$ cat src/soc_map_pkg.sv
// CPU bus widths, register map and interrupt numbering, imported by the register and IRQ blocks
`default_nettype none

package soc_map_pkg;

    ////////////////////
    // CPU bus
    ////////////////////
    localparam int BUS_ADDR_W = 16;
    localparam int BUS_DATA_W = 8;

    typedef logic [BUS_ADDR_W-1:0] bus_addr_t;
    typedef logic [BUS_DATA_W-1:0] bus_data_t;

    ////////////////////
    // Register addresses
    ////////////////////
    // Interrupt enable, plain read/write
    localparam bus_addr_t ADDR_IEN      = 16'h0600;
    // Interrupt status, write one to clear
    localparam bus_addr_t ADDR_ISR      = 16'h0601;
    localparam bus_addr_t ADDR_SPI_CTRL = 16'h060A;
    // Write starts a byte, read returns last received byte
    localparam bus_addr_t ADDR_SPI_DATA = 16'h060B;

    ////////////////////
    // Interrupt sources
    ////////////////////
    localparam int IRQ_SRC_COUNT = 4;

    typedef logic [IRQ_SRC_COUNT-1:0] irq_vec_t;

    // Sticky sources, one bit each in IEN and ISR
    localparam int IRQ_VBLANK    = 0;
    localparam int IRQ_LINE      = 1;
    localparam int IRQ_XFER_DONE = 2;
    localparam int IRQ_SOF       = 3;

    ////////////////////
    // SPI_CTRL fields
    ////////////////////
    // Device select sits in the low bits
    localparam int SPI_CTRL_SLOW_BIT    = 2;
    localparam int SPI_CTRL_AUTO_TX_BIT = 3;
    // Read only
    localparam int SPI_CTRL_BUSY_BIT    = 7;

endpackage

`default_nettype wire

$ cat src/spi_pkg.sv
// SPI device select encoding and byte type, imported by the SPI master and its register block
`default_nettype none

package spi_pkg;

    // Device select field of SPI_CTRL
    typedef enum logic [1:0] {
        SPI_SEL_NONE  = 2'd0,
        SPI_SEL_SD    = 2'd1,
        SPI_SEL_FLASH = 2'd2,
        // Reserved, no device selected
        SPI_SEL_RSVD  = 2'd3
    } spi_sel_t;

    typedef logic [7:0] spi_byte_t;

    // Clocked out on auto-transmit so a read pulls in the next byte
    localparam spi_byte_t SPI_FILL_BYTE = 8'hFF;

endpackage

`default_nettype wire

$ cat src/spi_ctrl_if.sv
// Byte-level control link from the register block to the SPI master, one instance per SPI port
`default_nettype none

interface spi_ctrl_if
    import spi_pkg::*;
();

    // Request side
    spi_byte_t txdata;
    logic      txstart;
    logic      slow;
    spi_sel_t  select;

    // Status side, rxdata valid once busy drops
    spi_byte_t rxdata;
    logic      busy;

    modport regs (
        output txdata,
        output txstart,
        output slow,
        output select,
        input  rxdata,
        input  busy
    );

    modport master (
        input  txdata,
        input  txstart,
        input  slow,
        input  select,
        output rxdata,
        output busy
    );

endinterface

`default_nettype wire

$ cat src/irq_if.sv
// Register access link from the CPU decode block to the interrupt controller
`default_nettype none

interface irq_if
    import soc_map_pkg::*;
();

    // Single-cycle strobes in the cycle of the CPU write
    logic      ien_write;
    logic      isr_clear;
    bus_data_t wrdata;

    // Current register contents for readback
    irq_vec_t  ien;
    irq_vec_t  isr;

    modport regs (
        output ien_write,
        output isr_clear,
        output wrdata,
        input  ien,
        input  isr
    );

    modport ctrl (
        input  ien_write,
        input  isr_clear,
        input  wrdata,
        output ien,
        output isr
    );

endinterface

`default_nettype wire

$ cat src/periph_regs.sv
// CPU register decode for the IO block: SPI control and data, IRQ register strobes, read mux
`default_nettype none

module periph_regs
    import soc_map_pkg::*;
    import spi_pkg::*;
(
    input  logic       sys_clk,
    input  logic       sys_rst,

    // CPU bus
    input  bus_addr_t  bus_addr,
    input  bus_data_t  bus_wrdata,
    input  logic       bus_write,
    output bus_data_t  bus_rddata,

    spi_ctrl_if.regs   spi,
    irq_if.regs        irq
);

    bus_addr_t addr_r;

    // SPI_CTRL fields
    logic      auto_tx_r;
    logic      slow_r;
    spi_sel_t  select_r;

    // Byte handed to the SPI master
    spi_byte_t txdata_r;
    logic      txstart_r;

    logic      data_read;

    ////////////////////
    // Write decode
    ////////////////////
    assign irq.ien_write = bus_write && (bus_addr == ADDR_IEN);
    assign irq.isr_clear = bus_write && (bus_addr == ADDR_ISR);
    assign irq.wrdata    = bus_wrdata;

    // Read of SPI_DATA, used to fire a fill byte in auto-transmit mode
    assign data_read = !bus_write && (bus_addr == ADDR_SPI_DATA);

    always_ff @(posedge sys_clk or posedge sys_rst) begin
        if (sys_rst) begin
            addr_r    <= '0;
            auto_tx_r <= 1'b0;
            slow_r    <= 1'b0;
            select_r  <= SPI_SEL_NONE;
            txdata_r  <= '0;
            txstart_r <= 1'b0;
        end else begin
            addr_r    <= bus_addr;
            txstart_r <= 1'b0;

            if (bus_write && bus_addr == ADDR_SPI_CTRL) begin
                auto_tx_r <= bus_wrdata[SPI_CTRL_AUTO_TX_BIT];
                slow_r    <= bus_wrdata[SPI_CTRL_SLOW_BIT];
                select_r  <= spi_sel_t'(bus_wrdata[$bits(spi_sel_t)-1:0]);
            end

            if (bus_write && bus_addr == ADDR_SPI_DATA) begin
                txdata_r  <= bus_wrdata;
                txstart_r <= 1'b1;
            end else if (data_read && auto_tx_r) begin
                // Next byte clocks in while the CPU takes this one
                txdata_r  <= SPI_FILL_BYTE;
                txstart_r <= 1'b1;
            end
        end
    end

    assign spi.txdata  = txdata_r;
    assign spi.txstart = txstart_r;
    assign spi.slow    = slow_r;
    assign spi.select  = select_r;

    ////////////////////
    // Read mux
    ////////////////////
    // Answered the cycle after the request, from the registered address
    always_comb begin
        bus_rddata = '0;
        case (addr_r)
            ADDR_IEN: begin
                bus_rddata[IRQ_SRC_COUNT-1:0] = irq.ien;
            end
            ADDR_ISR: begin
                bus_rddata[IRQ_SRC_COUNT-1:0] = irq.isr;
            end
            ADDR_SPI_CTRL: begin
                bus_rddata[SPI_CTRL_BUSY_BIT]        = spi.busy;
                bus_rddata[SPI_CTRL_AUTO_TX_BIT]     = auto_tx_r;
                bus_rddata[SPI_CTRL_SLOW_BIT]        = slow_r;
                bus_rddata[$bits(spi_sel_t)-1:0]     = select_r;
            end
            ADDR_SPI_DATA: begin
                bus_rddata = spi.rxdata;
            end
            default: begin
                bus_rddata = '0;
            end
        endcase
    end

endmodule

`default_nettype wire

$ cat src/irq_ctrl.sv
// Interrupt enable and sticky status registers, combines them into the CPU interrupt request
`default_nettype none

module irq_ctrl
    import soc_map_pkg::*;
(
    input  logic     sys_clk,
    input  logic     sys_rst,

    // One-cycle event pulses, one per source
    input  irq_vec_t irq_event,

    irq_if.ctrl      irq_bus,

    output logic     irq
);

    irq_vec_t ien_r;
    irq_vec_t isr_r;
    irq_vec_t clr_mask;

    // Write one to clear, only during an ISR write
    assign clr_mask = irq_bus.isr_clear ? irq_bus.wrdata[IRQ_SRC_COUNT-1:0] : '0;

    always_ff @(posedge sys_clk or posedge sys_rst) begin
        if (sys_rst) begin
            ien_r <= '0;
            isr_r <= '0;
        end else begin
            if (irq_bus.ien_write) begin
                ien_r <= irq_bus.wrdata[IRQ_SRC_COUNT-1:0];
            end
            // A new event wins over a clear of the same bit
            isr_r <= (isr_r & ~clr_mask) | irq_event;
        end
    end

    assign irq_bus.ien = ien_r;
    assign irq_bus.isr = isr_r;

    assign irq = |(isr_r & ien_r);

endmodule

`default_nettype wire

$ cat src/spi_master.sv
// SPI mode 0 byte engine with selectable clock rate, routed to the SD card or the flash pins
`default_nettype none

module spi_master
    import spi_pkg::*;
#(
    // SCK half-period in sys_clk cycles
    parameter int FAST_HALF = 2,
    parameter int SLOW_HALF = 8
) (
    input  logic        sys_clk,
    input  logic        sys_rst,

    spi_ctrl_if.master  spi,

    // SD card
    output logic        sd_sck,
    output logic        sd_mosi,
    output logic        sd_ssel_n,
    input  logic        sd_miso,

    // Flash
    output logic        flash_sck,
    output logic        flash_mosi,
    output logic        flash_ssel_n,
    input  logic        flash_miso
);

    localparam int MAX_HALF = (SLOW_HALF > FAST_HALF) ? SLOW_HALF : FAST_HALF;
    localparam int CNT_W    = $clog2(MAX_HALF) + 1;

    logic             busy_r;
    logic             slow_r;
    logic             sck_r;
    logic             miso_s;
    spi_byte_t        shreg;
    logic [2:0]       bit_cnt;
    logic [CNT_W-1:0] div_cnt;
    logic [CNT_W-1:0] half_lim;

    logic             sel_sd;
    logic             sel_flash;
    logic             spi_mosi;
    logic             spi_miso;

    // Rate latched at start so a mid-byte SPI_CTRL write cannot skew SCK
    assign half_lim = slow_r ? CNT_W'(SLOW_HALF - 1) : CNT_W'(FAST_HALF - 1);

    ////////////////////
    // Shift engine
    ////////////////////
    always_ff @(posedge sys_clk or posedge sys_rst) begin
        if (sys_rst) begin
            busy_r  <= 1'b0;
            slow_r  <= 1'b0;
            sck_r   <= 1'b0;
            miso_s  <= 1'b0;
            shreg   <= '0;
            bit_cnt <= '0;
            div_cnt <= '0;
        end else if (!busy_r) begin
            // Starts while busy are dropped
            if (spi.txstart) begin
                busy_r  <= 1'b1;
                slow_r  <= spi.slow;
                shreg   <= spi.txdata;
                bit_cnt <= '0;
                div_cnt <= '0;
                sck_r   <= 1'b0;
            end
        end else if (div_cnt == half_lim) begin
            div_cnt <= '0;
            sck_r   <= !sck_r;
            if (!sck_r) begin
                // Rising edge, sample MISO
                miso_s <= spi_miso;
            end else begin
                // Falling edge, next bit onto MOSI
                shreg   <= {shreg[6:0], miso_s};
                bit_cnt <= bit_cnt + 3'd1;
                if (bit_cnt == 3'd7) begin
                    busy_r <= 1'b0;
                end
            end
        end else begin
            div_cnt <= div_cnt + 1'b1;
        end
    end

    // MSB first, held low between bytes
    assign spi_mosi = busy_r && shreg[7];

    // Shift register holds the received byte once idle
    assign spi.rxdata = shreg;
    assign spi.busy   = busy_r;

    ////////////////////
    // Pin routing
    ////////////////////
    assign sel_sd    = (spi.select == SPI_SEL_SD);
    assign sel_flash = (spi.select == SPI_SEL_FLASH);

    assign sd_ssel_n    = !sel_sd;
    assign flash_ssel_n = !sel_flash;

    // SD pins get the clock unless flash is selected
    assign sd_sck     = sck_r && !sel_flash;
    assign sd_mosi    = spi_mosi && !sel_flash;
    assign flash_sck  = sck_r && sel_flash;
    assign flash_mosi = spi_mosi && sel_flash;

    assign spi_miso = sel_flash ? flash_miso : sd_miso;

endmodule

`default_nettype wire

$ cat src/soc_io_top.sv
// Top level of the IO block: CPU register bus, SPI pins and interrupt request as plain ports
`default_nettype none

module soc_io_top
    import soc_map_pkg::*;
#(
    parameter int FAST_HALF = 2,
    parameter int SLOW_HALF = 8
) (
    input  logic      sys_clk,
    input  logic      sys_rst,

    // CPU bus
    input  bus_addr_t bus_addr,
    input  bus_data_t bus_wrdata,
    input  logic      bus_write,
    output bus_data_t bus_rddata,

    // Interrupts
    input  irq_vec_t  irq_event,
    output logic      irq,

    // SD card
    output logic      sd_sck,
    output logic      sd_mosi,
    output logic      sd_ssel_n,
    input  logic      sd_miso,

    // Flash
    output logic      flash_sck,
    output logic      flash_mosi,
    output logic      flash_ssel_n,
    input  logic      flash_miso
);

    spi_ctrl_if spi_ctrl ();
    irq_if      irq_bus ();

    ////////////////////
    // Register decode
    ////////////////////
    periph_regs periph_regs_inst (
        .sys_clk    (sys_clk),
        .sys_rst    (sys_rst),
        .bus_addr   (bus_addr),
        .bus_wrdata (bus_wrdata),
        .bus_write  (bus_write),
        .bus_rddata (bus_rddata),
        .spi        (spi_ctrl.regs),
        .irq        (irq_bus.regs)
    );

    ////////////////////
    // Interrupts
    ////////////////////
    irq_ctrl irq_ctrl_inst (
        .sys_clk   (sys_clk),
        .sys_rst   (sys_rst),
        .irq_event (irq_event),
        .irq_bus   (irq_bus.ctrl),
        .irq       (irq)
    );

    ////////////////////
    // SPI
    ////////////////////
    spi_master #(
        .FAST_HALF (FAST_HALF),
        .SLOW_HALF (SLOW_HALF)
    ) spi_master_inst (
        .sys_clk      (sys_clk),
        .sys_rst      (sys_rst),
        .spi          (spi_ctrl.master),
        .sd_sck       (sd_sck),
        .sd_mosi      (sd_mosi),
        .sd_ssel_n    (sd_ssel_n),
        .sd_miso      (sd_miso),
        .flash_sck    (flash_sck),
        .flash_mosi   (flash_mosi),
        .flash_ssel_n (flash_ssel_n),
        .flash_miso   (flash_miso)
    );

endmodule

`default_nettype wire

$ cat config.mk
export PLATFORM = sky130hd
export DESIGN_NAME = soc_io_top
export DESIGN_NICKNAME = d
export VERILOG_FILES = /design/src/soc_map_pkg.sv /design/src/spi_pkg.sv /design/src/spi_ctrl_if.sv /design/src/irq_if.sv /design/src/periph_regs.sv /design/src/irq_ctrl.sv /design/src/spi_master.sv /design/src/soc_io_top.sv
export SDC_FILE = /design/constraint.sdc
export NUM_CORES = 1
export LEC_CHECK = 0
export BUFFER_PORTS_ARGS = -buffer_cell sky130_fd_sc_hd__buf_2
export CORE_MARGIN = 2
export CORE_UTILIZATION = 55
export DETAILED_ROUTE_END_ITERATION = 8
export PLACE_DENSITY = 0.79
export SLEW_MARGIN = 20
export SYNTH_ARGS = -nofsm -noshare
export SYNTH_HDL_FRONTEND = slang
export SYNTH_SLANG_ARGS = --single-unit
$ cat constraint.sdc
create_clock -name sys_clk -period 2 [get_ports sys_clk]
set_input_delay 0.4 -clock sys_clk [delete_from_list [all_inputs] [get_ports sys_clk]]
set_output_delay 0.4 -clock sys_clk [all_outputs]
set_load 0.02 [all_outputs]
=== Word level (Yosys, flattened, before mapping) ===
Cells that the tools add are included.
W data, S select, Z words.

* Register bits after elaboration: 56
* Latch bits: 0
* RAM bits: 0
* ROM bits: 0
* Word-level logic and storage cells: 88
* Memories kept: 0

* $add $sub $neg: 2
* Multiply operators: 0
* Divide/modulo/power cells: 0
* Order comparisons: 0
* Equality and inequality tests: 14
* Shift-type cells: 0
* Mux-type cells: 29
* Bitwise operators: 6
* Reductions and logical operators: 22

{| class="wikitable"
|+ Operator list
! cell !! count
|-
| $eq A16 B11 Y1 const B || 8
|-
| $mux W8 || 6
|-
| $mux W3 || 6
|-
| $mux W4 || 4
|-
| $pmux W4 S4 || 1
|-
| $logic_and A1 B1 Y1 || 11
|-
| $mux W1 || 11
|-
| $and A4 B4 Y4 || 2
|-
| $reduce_and A3 Y1 || 2
|-
| $add A4 B1 Y4 const B || 1
|-
| $eq A4 B4 Y1 || 1
|-
| $logic_not A1 Y1 || 4
|-
| $ne A2 B2 Y1 const B || 2
|-
| $not A4 Y4 || 1
|-
| $or A4 B4 Y4 || 1
|-
| $reduce_and A2 Y1 || 2
|-
| $reduce_bool A2 Y1 || 2
|-
| $reduce_or A4 Y1 || 1
|-
| $add A3 B1 Y3 const B || 1
|-
| $eq A3 B3 Y1 const B || 1
|-
| $eq A2 B1 Y1 const B || 1
|-
| $eq A2 B2 Y1 const B || 1
|-
| $not A1 Y1 || 2
|-
| $pmux W1 S2 || 1
|}

=== Longest topological paths before layout ===
Gate-level depths: netlist of run 1.

* Depth after elaboration: 6
* Gate-level depth with buffers: 6
* Gate-level depth less buffers: 4

=== Cells and area by module ===
Synthesis of run 1 repeated with hierarchy kept, for this count alone.

* Cells, all modules: 211
* Area total of the unflattened synthesis: 2623.8 sq um

{| class="wikitable"
|+ By module, submodules not included
! module !! times used !! cells an instance !! area an instance (sq um)
|-
| periph_regs || 1 || 93 || 1243.7
|-
| spi_master || 1 || 94 || 1067.3
|-
| irq_ctrl || 1 || 24 || 312.8
|}

=== Least setup slack after synthesis of run 1 ===
No wires, ideal clock.

* Path type: register to output
* Start point: reg periph_regs_inst.addr_r[15]
* End point: out bus_rddata[1]
* Arrival time: 1.476 ns
* Data required time: 1.600 ns
* Slack: 0.124 ns
* Stages on the path, launching flop included: 5
* Buffers on the path: 0
* Cell sequence: dfrtp_1 -> nor4_1 -> nand4_1 -> or3_1 -> o22ai_1

* Longest elaborated chain between the ends: 2
* Elaborated cells on any way between the ends: 5
* Those cells by class: eq/ne (4); mux (1)

{| class="wikitable"
|+ RTL lines
! element !! RTL line !! source
|-
| from (decl) || periph_regs.sv:21 || <nowiki>bus_addr_t addr_r;</nowiki>
|-
| from (signal assigned) || periph_regs.sv:53 || <nowiki>addr_r <= bus_addr;</nowiki>
|-
| $eq A16 B11 Y1 || periph_regs.sv:84 || <nowiki>case (addr_r)</nowiki>
|-
| $pmux W4 S4 * || periph_regs.sv:84 ||
|-
| to (decl) || soc_io_top.sv:17 || <nowiki>output bus_data_t bus_rddata,</nowiki>
|}

Mark *: on every way between the ends. The rest lies on a longest branch, timed or not.

=== Worst setup path in the final report of run 1 ===
* Start point: reg periph_regs_inst.addr_r[8]
* End point: out bus_rddata[0]

Same word-level chain as after synthesis.

==> metrics.txt, run 1 <==
run status=finished, violations left; failing checks=negative setup slack; IO Pins=48; clk_lat worst skew=0.31 ns; Site Rows=25; GRT Overall Usage=22.5%; antenna fix cells=0; core area=4660 um^2; Seq/Total Area, Yosys=53.2%; first-pass iteration count of the detailed router=4; CTS tree=yes; Routed WL=5540 um; count leader, synth=dfrtp_1; CP startpoint kind=register; total power=2070 uW; WP buf/inv=1; DRC violations left=0; initial drt markers=146; Final Hold Viols=0; Yosys top cell area share=53.2%; post-route clock period utilization=115%; nets=316; # clock sinks=56; syn_area_per_cell=11.6 um^2; fillers=349; root buffer cell=clkbuf_8; crit path cell chain=nor4bb_2, nand4_1, or3_4, o22ai_1, buf_4; final worst slack=-0.293 ns; fin crit period=2.29 ns; DP Cell Count=326; GPL Wtd Cong=0.794; Slew HR=66.7%; worst min path class=in2async; CP Class=reg2out; WP data arrival=1.89 ns; Clk pin slew, worst setup/hold paths=0.11 ns; DP HPWL=3900 um; synthesized cell area=2640 um^2; Yosys top cell by area=dfrtp_1; CP top delay family=simple AND/OR/NAND/NOR gates; Crit. End Element=primary output; Die Width=73.2 um; Power Density=653 nW/um^2; Main synth FF type=dfrtp_1; Slew Viols, Final=0; Starting Density=56.5%; fraction of registers with async set/reset=100%; via count=1969; Pleak=0.00148 uW; clk buf depth=2; vias in the first global route=1949; Post-Synthesis Cells=227; Die ar.=5360 um^2; largest stage delay on the critical path=0.40 ns; worst vdd ir=0.429 mV; most frequent cells after synthesis=dfrtp_1, o22a_1, inv_1; critical-path maximum fanout=4; slowest CP cell=or3_4; area of the multi-input gates=1180 um^2; FF/Latch Area=1400 um^2; Num CTS Buffers=5; PortBufs=47; distinct cell type count of the synthesized netlist=52; global-route wire length before repair=9190 um; RSZ-0062 raised after global routing=yes; critical path required time=1.60 ns; Layout area overhead=20.5%; post-route insts no fill=335; total congestion overflow=0; post-route ant nets=0; initial antenna violation count=0; height of the die=73.2 um; synth warn=0; share of cells above drive strength 1=36.7%; final setup fails=8; drt wl/cell=16.5 um; Peak Freq=436 MHz; Slew @ Worst Pin=0.500 ns; H-tree depth=2; clk_skew=0.0136 ns; synthesized flop and latch total=56; Max Cap Viol=0; largest cells by area after synthesis=dfrtp_1, o22a_1, mux2i_1, mux2_2, a21oi_2; largest net degree at the start of global routing=57; syn nets=263; Hold Buf Count CTS=0; Post-synth EDFFs=0; vias per cell=5.88
registers in the layout, indices dropped and copies added, names as in the netlist:
name / flops
periph_regs_inst.addr_r: 16
periph_regs_inst.spi.txdata: 8
spi_master_inst.spi.rxdata: 8
irq_ctrl_inst.irq_bus.ien: 4
irq_ctrl_inst.irq_bus.isr: 4
spi_master_inst.div_cnt: 4
spi_master_inst.bit_cnt: 3
periph_regs_inst.spi.select: 2
periph_regs_inst.auto_tx_r: 1
periph_regs_inst.spi.slow: 1
periph_regs_inst.spi.txstart: 1
spi_master_inst.miso_s: 1
spi_master_inst.sck_r: 1
spi_master_inst.slow_r: 1
spi_master_inst.spi.busy: 1
cell families after synthesis:
group,count (synthesis),share of synthesized area [%]
xor gates and xnor gates,2,0.665
muxes,20,8.02
and+or+nand+nor,69,16.6
AOI/OAI and AO/OA,55,16.2
adders and majority gates,3,1.42
DFF,56,53.2
buffers and inverters,22,3.89
cells in the final DEF, fill, tap and decap left out, drive strengths merged, types with 3 or more instances in the layout:
| cell type | n |
|---|---|
| a21o | 4 |
| a21oi | 18 |
| and3 | 6 |
| buf | 55 |
| clkbuf | 7 |
| dfrtp | 56 |
| ha | 3 |
| inv | 13 |
| mux2 | 9 |
| mux2i | 11 |
| nand2 | 11 |
| nand2b | 3 |
| nand3 | 9 |
| nand4 | 9 |
| nor2 | 10 |
| nor2b | 3 |
| nor3 | 4 |
| o21ai | 3 |
| o22a | 15 |
| o22ai | 4 |
power breakdown:
group          switching (uW)  internal, uW  leakage [uW]
Combinational            69.1          45.9      0.000697
Sequential               7.94          1150      0.000719
Clock                     358           442     0.0000645
what timing repair did:
item / 4_1_cts / 5_1_grt
gates resized for setup: 18 / 7
pin swaps: 5 / 1
setup endpoints to repair: 8 / 9
setup buffers: 1 / 0
gates cloned: 0 / 0
final cells by class:
type                    count  area share (%)
multi-input cells         149            37.3
clock buffers               7            3.04
inverters                  13            1.54
flip-flops and latches     56            44.1
well taps                  54            2.13
clock inverters             1           0.946
repair buffers             55            10.9
worst paths after layout:
kind                                         startpoint                       endpoint  slack, ns  cells after the start
hold / removal                                  sys_rst       spi_master_inst.spi.busy       0.12                      3
min in group sys_clk                       bus_addr[11]    periph_regs_inst.addr_r[11]       0.21                      1
hold reg to reg            irq_ctrl_inst.irq_bus.isr[3]   irq_ctrl_inst.irq_bus.isr[3]       0.51                      1
max in group asynchronous                       sys_rst     periph_regs_inst.auto_tx_r       1.63                      3
setup / recovery             periph_regs_inst.addr_r[8]                  bus_rddata[0]      -0.29                      5
setup reg to reg             spi_master_inst.div_cnt[1]  spi_master_inst.spi.rxdata[1]       0.31                      4
worst min-delay path, stage by stage:
cell and delay, ns:
buf_2 0.10, inv_2 0.06, buf_12 0.27
through the flow:
stage / setup slack (ns) / util, % / area [um^2] / setup TNS, ns / hold WS (ns)
floorplan: 0.124 / - / 2640 / 0 / 0.431
global placement: 0.0103 / 63.3 / 2950 / 0 / 0.474
detailed placement: -0.0211 / 63.3 / 2950 / -0.0484 / 0.476
CTS: -0.306 / 67.5 / 3150 / -1.98 / 0.139
global route: -0.381 / 68.1 / 3170 / -2.61 / 0.149
finish: -0.293 / 68.1 / 3170 / -1.70 / 0.121
layer usage:
layer  track usage, %  wire [um]  part of all wire, %  vias up
met5                0          0                    0        -
met4             6.38        102                  1.8        0
met3             4.01        190                  3.4       11
met2             37.7       2690                   49       48
met1             30.0       2550                   46      971
li1                 -          -                    -      939
Power figures use the tool's default switching activity.
==> run 2: changes to the inputs <==
--- a/config.mk
+++ b/config.mk
@@ -7,9 +7,9 @@
 export LEC_CHECK = 0
 export BUFFER_PORTS_ARGS = -buffer_cell sky130_fd_sc_hd__buf_2
 export CORE_MARGIN = 2
-export CORE_UTILIZATION = 55
+export CORE_UTILIZATION = 50
 export DETAILED_ROUTE_END_ITERATION = 8
-export PLACE_DENSITY = 0.79
+export PLACE_DENSITY = 0.76
 export SLEW_MARGIN = 20
 export SYNTH_ARGS = -nofsm -noshare
 export SYNTH_HDL_FRONTEND = slang
==> constraint.sdc (replaced) <==
create_clock -name sys_clk -period 1.9 [get_ports sys_clk]
set_input_delay 0.38 -clock sys_clk [delete_from_list [all_inputs] [get_ports sys_clk]]
set_output_delay 0.38 -clock sys_clk [all_outputs]
set_load 0.02 [all_outputs]
==> run 2 against run 1 <==
- the run still ends with negative setup slack left
- routed wire length grew 0.76%
- sequential share of layout area shrank 0.78 points
- power up 5.1%
- global-route usage shrank 1.8 points
- register-to-register slack got worse by 0.07 ns
- combinational power increased by 9%
- final area up 1.9%
- first-iteration DRC count down 26%
- die area increased by 9.4%
- clock skew is 0.0083 ns lower
- non-clock buffer count is the same
==> metrics.txt, run 2 (synthesized netlist as in run 1, its figures left out) <==
Power Density=673 nW/um^2 (+3.1%); DP HPWL=4010 um (+2.7%); fin crit period=2.28 ns; R2R Path Start=spi_master_inst.div_cnt[1]; Clk pin slew, worst setup/hold paths=0.09 ns (-0.02 ns); CP startpoint kind=register; post-route clock period utilization=120%; pre-CTS setup slack=-0.0928 ns (-0.0717 ns); Slew @ Worst Pin=0.502 ns (+0.00179 ns); Slew HR=66.4% (-0.22 points); Int Pwr=1730 uW (+5.5%); Slew Viols, Final=0 (unchanged); largest net degree at the start of global routing=57 (unchanged); Clk network pwr share=38.3% (-0.3 points); Max Cap Viol=0 (unchanged); run status=finished, violations left; Switching Share=20.7% (-0.29 points); start point of the critical path=periph_regs_inst.addr_r[8]; root buffer cell=clkbuf_8; clk buf depth=2 (unchanged); fillers=429 (+23%); initial drt markers=108 (-26%); PortBufs=47 (unchanged); combinational share of power=5.8% (+0.3 points); height of the die=76.6 um (+4.6%); initial antenna violation count=0 (unchanged); # clock sinks=56 (unchanged); Layout area overhead=22.7%; worst min path class=in2async; Peak Freq=438 MHz; drt wl/cell=15.9 um (-3.8%); failing checks=negative setup slack; Starting Density=51.6% (-4.9 points); critical path required time=1.52 ns (-0.08 ns); GPL Wtd Cong=0.760 (-4.3%); Fin Setup TNS=-2.53 ns (-0.825 ns); Worst R2R Path Depth=4 (unchanged); post-route ant nets=0 (unchanged); GRT Overall Usage=20.7% (-1.8 points); Setup crit end=bus_rddata[1]; H-tree depth=2 (unchanged); Core Util, Final=63.3% (-4.8 points); Final Hold Viols=0 (unchanged); final setup fails=8 (unchanged); Hold Buf Count CTS=0 (unchanged); Die Width=76.6 um (+4.6%); DR WL met2=2770 um (+2.8%); commonest non-fill, non-tap cell in the layout=dfrtp_1; critical-path maximum fanout=4 (unchanged); NetSw=451 uW (+3.6%); vias in the first global route=2117 (+8.6%); total power=2180 uW (+5.1%); first-pass iteration count of the detailed router=4 (unchanged); Setup Buffers After CTS=0 (-1); CP Class=reg2out; Site Rows=26 (+4.0%); Reg2Reg Setup Slack=0.24 ns (-0.07 ns); Num CTS Buffers=5 (unchanged); Worst R2R End=spi_master_inst.spi.rxdata[3]; final worst slack=-0.384 ns (-0.0907 ns); commonest cells after routing, fill and taps aside=dfrtp_1, buf_2, o22a_1, inv_1; Crit. End Element=primary output; WP data arrival=1.90 ns (about the same); Reg power frac=55.9% (about the same); core area=5110 um^2 (+9.6%); vias per cell=5.70 (-3.0%); met3 routed WL=248 um (+31%); global-route wire length before repair=9740 um (+5.9%); nets=316 (unchanged); DRT met1 WL=2460 um (-3.7%); Pleak=0.00149 uW (+0.57%); Largest Register=periph_regs_inst.addr_r; total congestion overflow=0 (unchanged); RSZ-0062 raised after global routing=yes; antenna fix cells=0 (unchanged); Hold Slack=0.111 ns (-0.0106 ns); via count=2001 (+1.6%); CTS tree=yes; IO Pins=48 (unchanged); share of cells above drive strength 1=38.1% (+1.4 points); max FFs per register=16 (unchanged); worst vdd ir=0.443 mV (+3.4%); Die ar.=5870 um^2 (+9.4%); clk_skew=0.00528 ns (-0.00833 ns); Routed WL=5580 um (+0.76%); Top Layer Used=met4; DRC violations left=0 (unchanged); clk_lat worst skew=0.31 ns (about the same)
==> run 2: cell count changes in the layout (fill, tap and decap cells not counted) <==
cell     previous run  this run
o22ai_1             3         0
dfrtp_2             0         1
buf_12              1         2
buf_6               5         7
o22ai_2             1         4
buf_4              10         7
dfrtp_1            56        55
==> run 2: critical path, cell delays in order, from the launching register on <==
cell and delay, ns:
dfrtp_1 0.38, nor4bb_2 0.31, nand4_1 0.20, or3_4 0.42
o22ai_2 0.15, buf_6 0.14
==> run 2: how the worst min path moves through the flow <==
stage / startpoint / to / slack [ns] / cells past startpoint
after floorplan: bus_addr[0] / periph_regs_inst.addr_r[0] / 0.41 / 0
after global placement: sys_rst / spi_master_inst.div_cnt[2] / 0.46 / 3
after detailed placement: sys_rst / spi_master_inst.div_cnt[2] / 0.46 / 3
after CTS: sys_rst / spi_master_inst.spi.busy / 0.12 / 3
after global routing: sys_rst / periph_regs_inst.spi.txdata[6] / 0.15 / 3
final: sys_rst / periph_regs_inst.addr_r[8] / 0.11 / 3
==> run 2: cell type report <==
type,count,area (um^2),area share [%]
clock inverter,1,30.0,0.928
multi-input combinational,149,1200,37.2
inverter,13,48.8,1.51
tap,70,87.6,2.71
clock buffer,7,96.3,2.98
sequential,56,1400,43.4
timing repair buffer,55,367,11.3
==> run 2: metal layers <==
layer	global-route usage (%)	vias up
met4	6.73	0
li1	-	939
met3	4.15	9
met2	35.6	48
met5	0	-
met1	26.2	1005
==> run 2: power groups by stage <==
stage | clock network, uW | logic (uW) | registers [uW]
after global placement | 0 | 123 | 1240
after CTS | 854 | 126 | 1220
after floorplan | 0 | 49.9 | 1240
final | 834 | 125 | 1220
after detailed placement | 0 | 123 | 1240
after global routing | 900 | 141 | 1220
==> run 2: per-stage QoR <==
| stage | instances | cell area [um^2] |
|---|---|---|
| after floorplan | 227 | 2640 |
| after global placement | 343 | 2990 |
| after detailed placement | 343 | 2990 |
| after CTS | 351 | 3200 |
| after global routing | 351 | 3230 |
| final | 351 | 3230 |
==> run 2: repair_timing <==
action	4_1_cts	5_1_grt
pin swaps	6	0
gates cloned	0	0
resized for setup	22	9
endpoints found under the setup margin	9	9
==> run 3: changes to the inputs <==
--- a/config.mk
+++ b/config.mk
@@ -7,9 +7,8 @@
 export LEC_CHECK = 0
 export BUFFER_PORTS_ARGS = -buffer_cell sky130_fd_sc_hd__buf_2
 export CORE_MARGIN = 2
-export CORE_UTILIZATION = 50
+export CORE_UTILIZATION = 35
 export DETAILED_ROUTE_END_ITERATION = 8
-export PLACE_DENSITY = 0.76
 export SLEW_MARGIN = 20
 export SYNTH_ARGS = -nofsm -noshare
 export SYNTH_HDL_FRONTEND = slang
==> run 3 against run 2 <==
- power is 2.4% lower
- final area is 1.7% higher
- the flow still finishes with violations (negative setup slack)
- first-iteration DRC count is 2.8% higher
- critical endpoint is now bus_rddata[0]
- register-to-register slack better by 0.02 ns
- routed wire length is 6.9% higher
- sequential power hardly changed
- sequential share of layout area is 0.78 points lower
- clock skew is 0.0016 ns higher
- largest power group unchanged
- sequential cell count stayed put
- via count is 1.6% lower
==> metrics.txt, run 3 (synthesized netlist as in run 1, its figures left out) <==
fillers=698 (+63%); post-route insts no fill=382 (+8.8%); fin crit period=2.33 ns (+0.0418 ns); slowest CP cell=or3_4; R2R Path Start=spi_master_inst.div_cnt[1]; combinational share of power=6.1% (+0.3 points); clk buf depth=2 (unchanged); Layout area overhead=24.9%; critical path required time=1.52 ns (about the same); critical-path maximum fanout=4 (unchanged); Crit path depth=5 (unchanged); NetSw=473 uW (+4.9%); Setup crit end=bus_rddata[0]; Clk network pwr share=36.7% (-1.6 points); total congestion overflow=0 (unchanged); Final Hold Viols=0 (unchanged); Largest Register=periph_regs_inst.addr_r; CP startpoint kind=register; DP Cell Count=374 (+9.0%); worst min path class=in2async; max FFs per register=16 (unchanged); post-route ant nets=0 (unchanged); GRT Overall Usage=14.9% (-5.7 points); Worst R2R Path Depth=4 (unchanged); post-route clock period utilization=122% (+2.2 points); Routed WL=5960 um (+6.9%); nets=318 (+0.63%); CTS tree=yes; first-pass iteration count of the detailed router=4 (unchanged); Reg2Reg Setup Slack=0.26 ns (+0.02 ns); core area=7250 um^2 (+42%); Slew Viols, Final=0 (unchanged); DRC violations left=0 (unchanged); initial drt markers=111 (+2.8%); Crit. End Element=primary output; Reg power frac=57.2% (+1.3 points); Switching Share=22.3% (+1.5 points); DP HPWL=4370 um (+9.0%); clk_lat worst skew=0.31 ns (about the same); Num CTS Buffers=5 (unchanged); vias in the first global route=1921 (-9.3%); vias per cell=5.15 (-9.6%); commonest non-fill, non-tap cell in the layout=dfrtp_1; crit path cell chain=nor4bb_2, nand4_1, or3_4, o22ai_4, buf_6; Clk pin slew, worst setup/hold paths=0.10 ns (about the same); Hold Buf Count CTS=0 (unchanged); GPL Wtd Cong=0.775 (+2.0%); via count=1968 (-1.6%); antenna fix cells=0 (unchanged); final setup fails=8 (unchanged); IO Pins=48 (unchanged); share of cells above drive strength 1=38.2% (+0.084 points); Die Width=90.8 um (+18%); final worst slack=-0.426 ns (-0.0418 ns); CP Class=reg2out; # clock sinks=56 (unchanged); worst vdd ir=0.293 mV (-34%); failing checks=negative setup slack; Slew HR=67.5% (+1.1 points); drt wl/cell=15.6 um (-1.8%); run status=finished, violations left; largest stage delay on the critical path=0.47 ns (+0.05 ns); Peak Freq=430 MHz (-1.8%); WP buf/inv=1 (unchanged); Site Rows=31 (+19%); Power Density=646 nW/um^2 (-4.0%); WP data arrival=1.95 ns (+0.05 ns); Worst R2R End=spi_master_inst.spi.rxdata[1]; RSZ-0062 raised after global routing=yes; commonest cells after routing, fill and taps aside=dfrtp_1, buf_2, o22a_1, inv_1; Int Pwr=1650 uW (-4.3%); Starting Density=36.3% (-15 points); global-route wire length before repair=9940 um (+2.1%); Slew @ Worst Pin=0.485 ns (-0.0165 ns); start point of the critical path=periph_regs_inst.addr_r[8]; CP top delay family=simple AND/OR/NAND/NOR gates; root buffer cell=clkbuf_8; Pleak=0.00149 uW (-0.21%); Max Cap Viol=0 (unchanged); H-tree depth=2 (unchanged); largest net degree at the start of global routing=40 (-30%); clk_skew=0.00689 ns (+0.00161 ns); height of the die=90.8 um (+18%); initial antenna violation count=0 (unchanged); PortBufs=47 (unchanged); Die ar.=8240 um^2 (+40%); Core Util, Final=45.4% (-18 points); pre-CTS setup slack=-0.159 ns (-0.0659 ns)
[run 3: stage by stage]
| step | power [uW] | hold slack (ns) | cell area (um^2) | setup TNS [ns] |
|---|---|---|---|---|
| 2_1_floorplan | 1290 | 0.411 | 2640 | 0 |
| 3_3_place_gp | 1360 | 0.409 | 3030 | -0.759 |
| 3_5_place_dp | 1360 | 0.413 | 3030 | -0.921 |
| 4_1_cts | 2140 | 0.0714 | 3230 | -2.88 |
| 5_1_grt | 2220 | 0.0759 | 3290 | -3.84 |
| 6_report | 2120 | 0.0536 | 3290 | -2.74 |
[run 3: how the worst min path moves through the flow]
stage / depth (start not counted) / to / slack (ns)
after floorplan: 0 / periph_regs_inst.addr_r[0] / 0.41
after global placement: 2 / spi_master_inst.div_cnt[3] / 0.41
after detailed placement: 2 / spi_master_inst.div_cnt[3] / 0.41
after CTS: 2 / spi_master_inst.sck_r / 0.07
after global routing: 2 / spi_master_inst.sck_r / 0.08
final: 2 / spi_master_inst.sck_r / 0.05
[run 3: power by group through the flow]
stage | logic, uW | clock network [uW] | registers [uW]
after detailed placement | 126 | 0 | 1240
final | 129 | 780 | 1220
after global routing | 144 | 854 | 1220
after floorplan | 49.9 | 0 | 1240
after global placement | 124 | 0 | 1240
after CTS | 129 | 800 | 1210
[run 3: repair_timing]
action / 4_1_cts / 5_1_grt
setup buffers: 0 / 1
setup endpoints to repair: 9 / 9
gates resized for setup: 25 / 11
pin swaps: 6 / 6
[run 3: routing by layer]
layer | GRT usage [%] | vias up | share of wire [%]
li1 | - | 951 | -
met1 | 20.1 | 974 | 46
met2 | 24.9 | 38 | 50
met3 | 2.42 | 5 | 2.9
met4 | 4.23 | 0 | 1.2
met5 | 0 | - | 0
[run 3: final cells by class]
| class | count | area (um^2) | share of cell area [%] |
|---|---|---|---|
| Multi-Input combinational cell | 149 | 1240 | 37.6 |
| Clock buffer | 6 | 72.6 | 2.21 |
| Tap cell | 99 | 124 | 3.76 |
| Clock inverter | 2 | 35.0 | 1.06 |
| Inverter | 13 | 48.8 | 1.48 |
| Timing Repair Buffer | 57 | 373 | 11.3 |
| Sequential cell | 56 | 1400 | 42.6 |
[run 3: worst reg2reg max path: cells and delay by family, from the launching register on]
kind	cells	cell delay, ns
simple gates	1	0.40
flops	1	0.43
compound gates	3	0.71
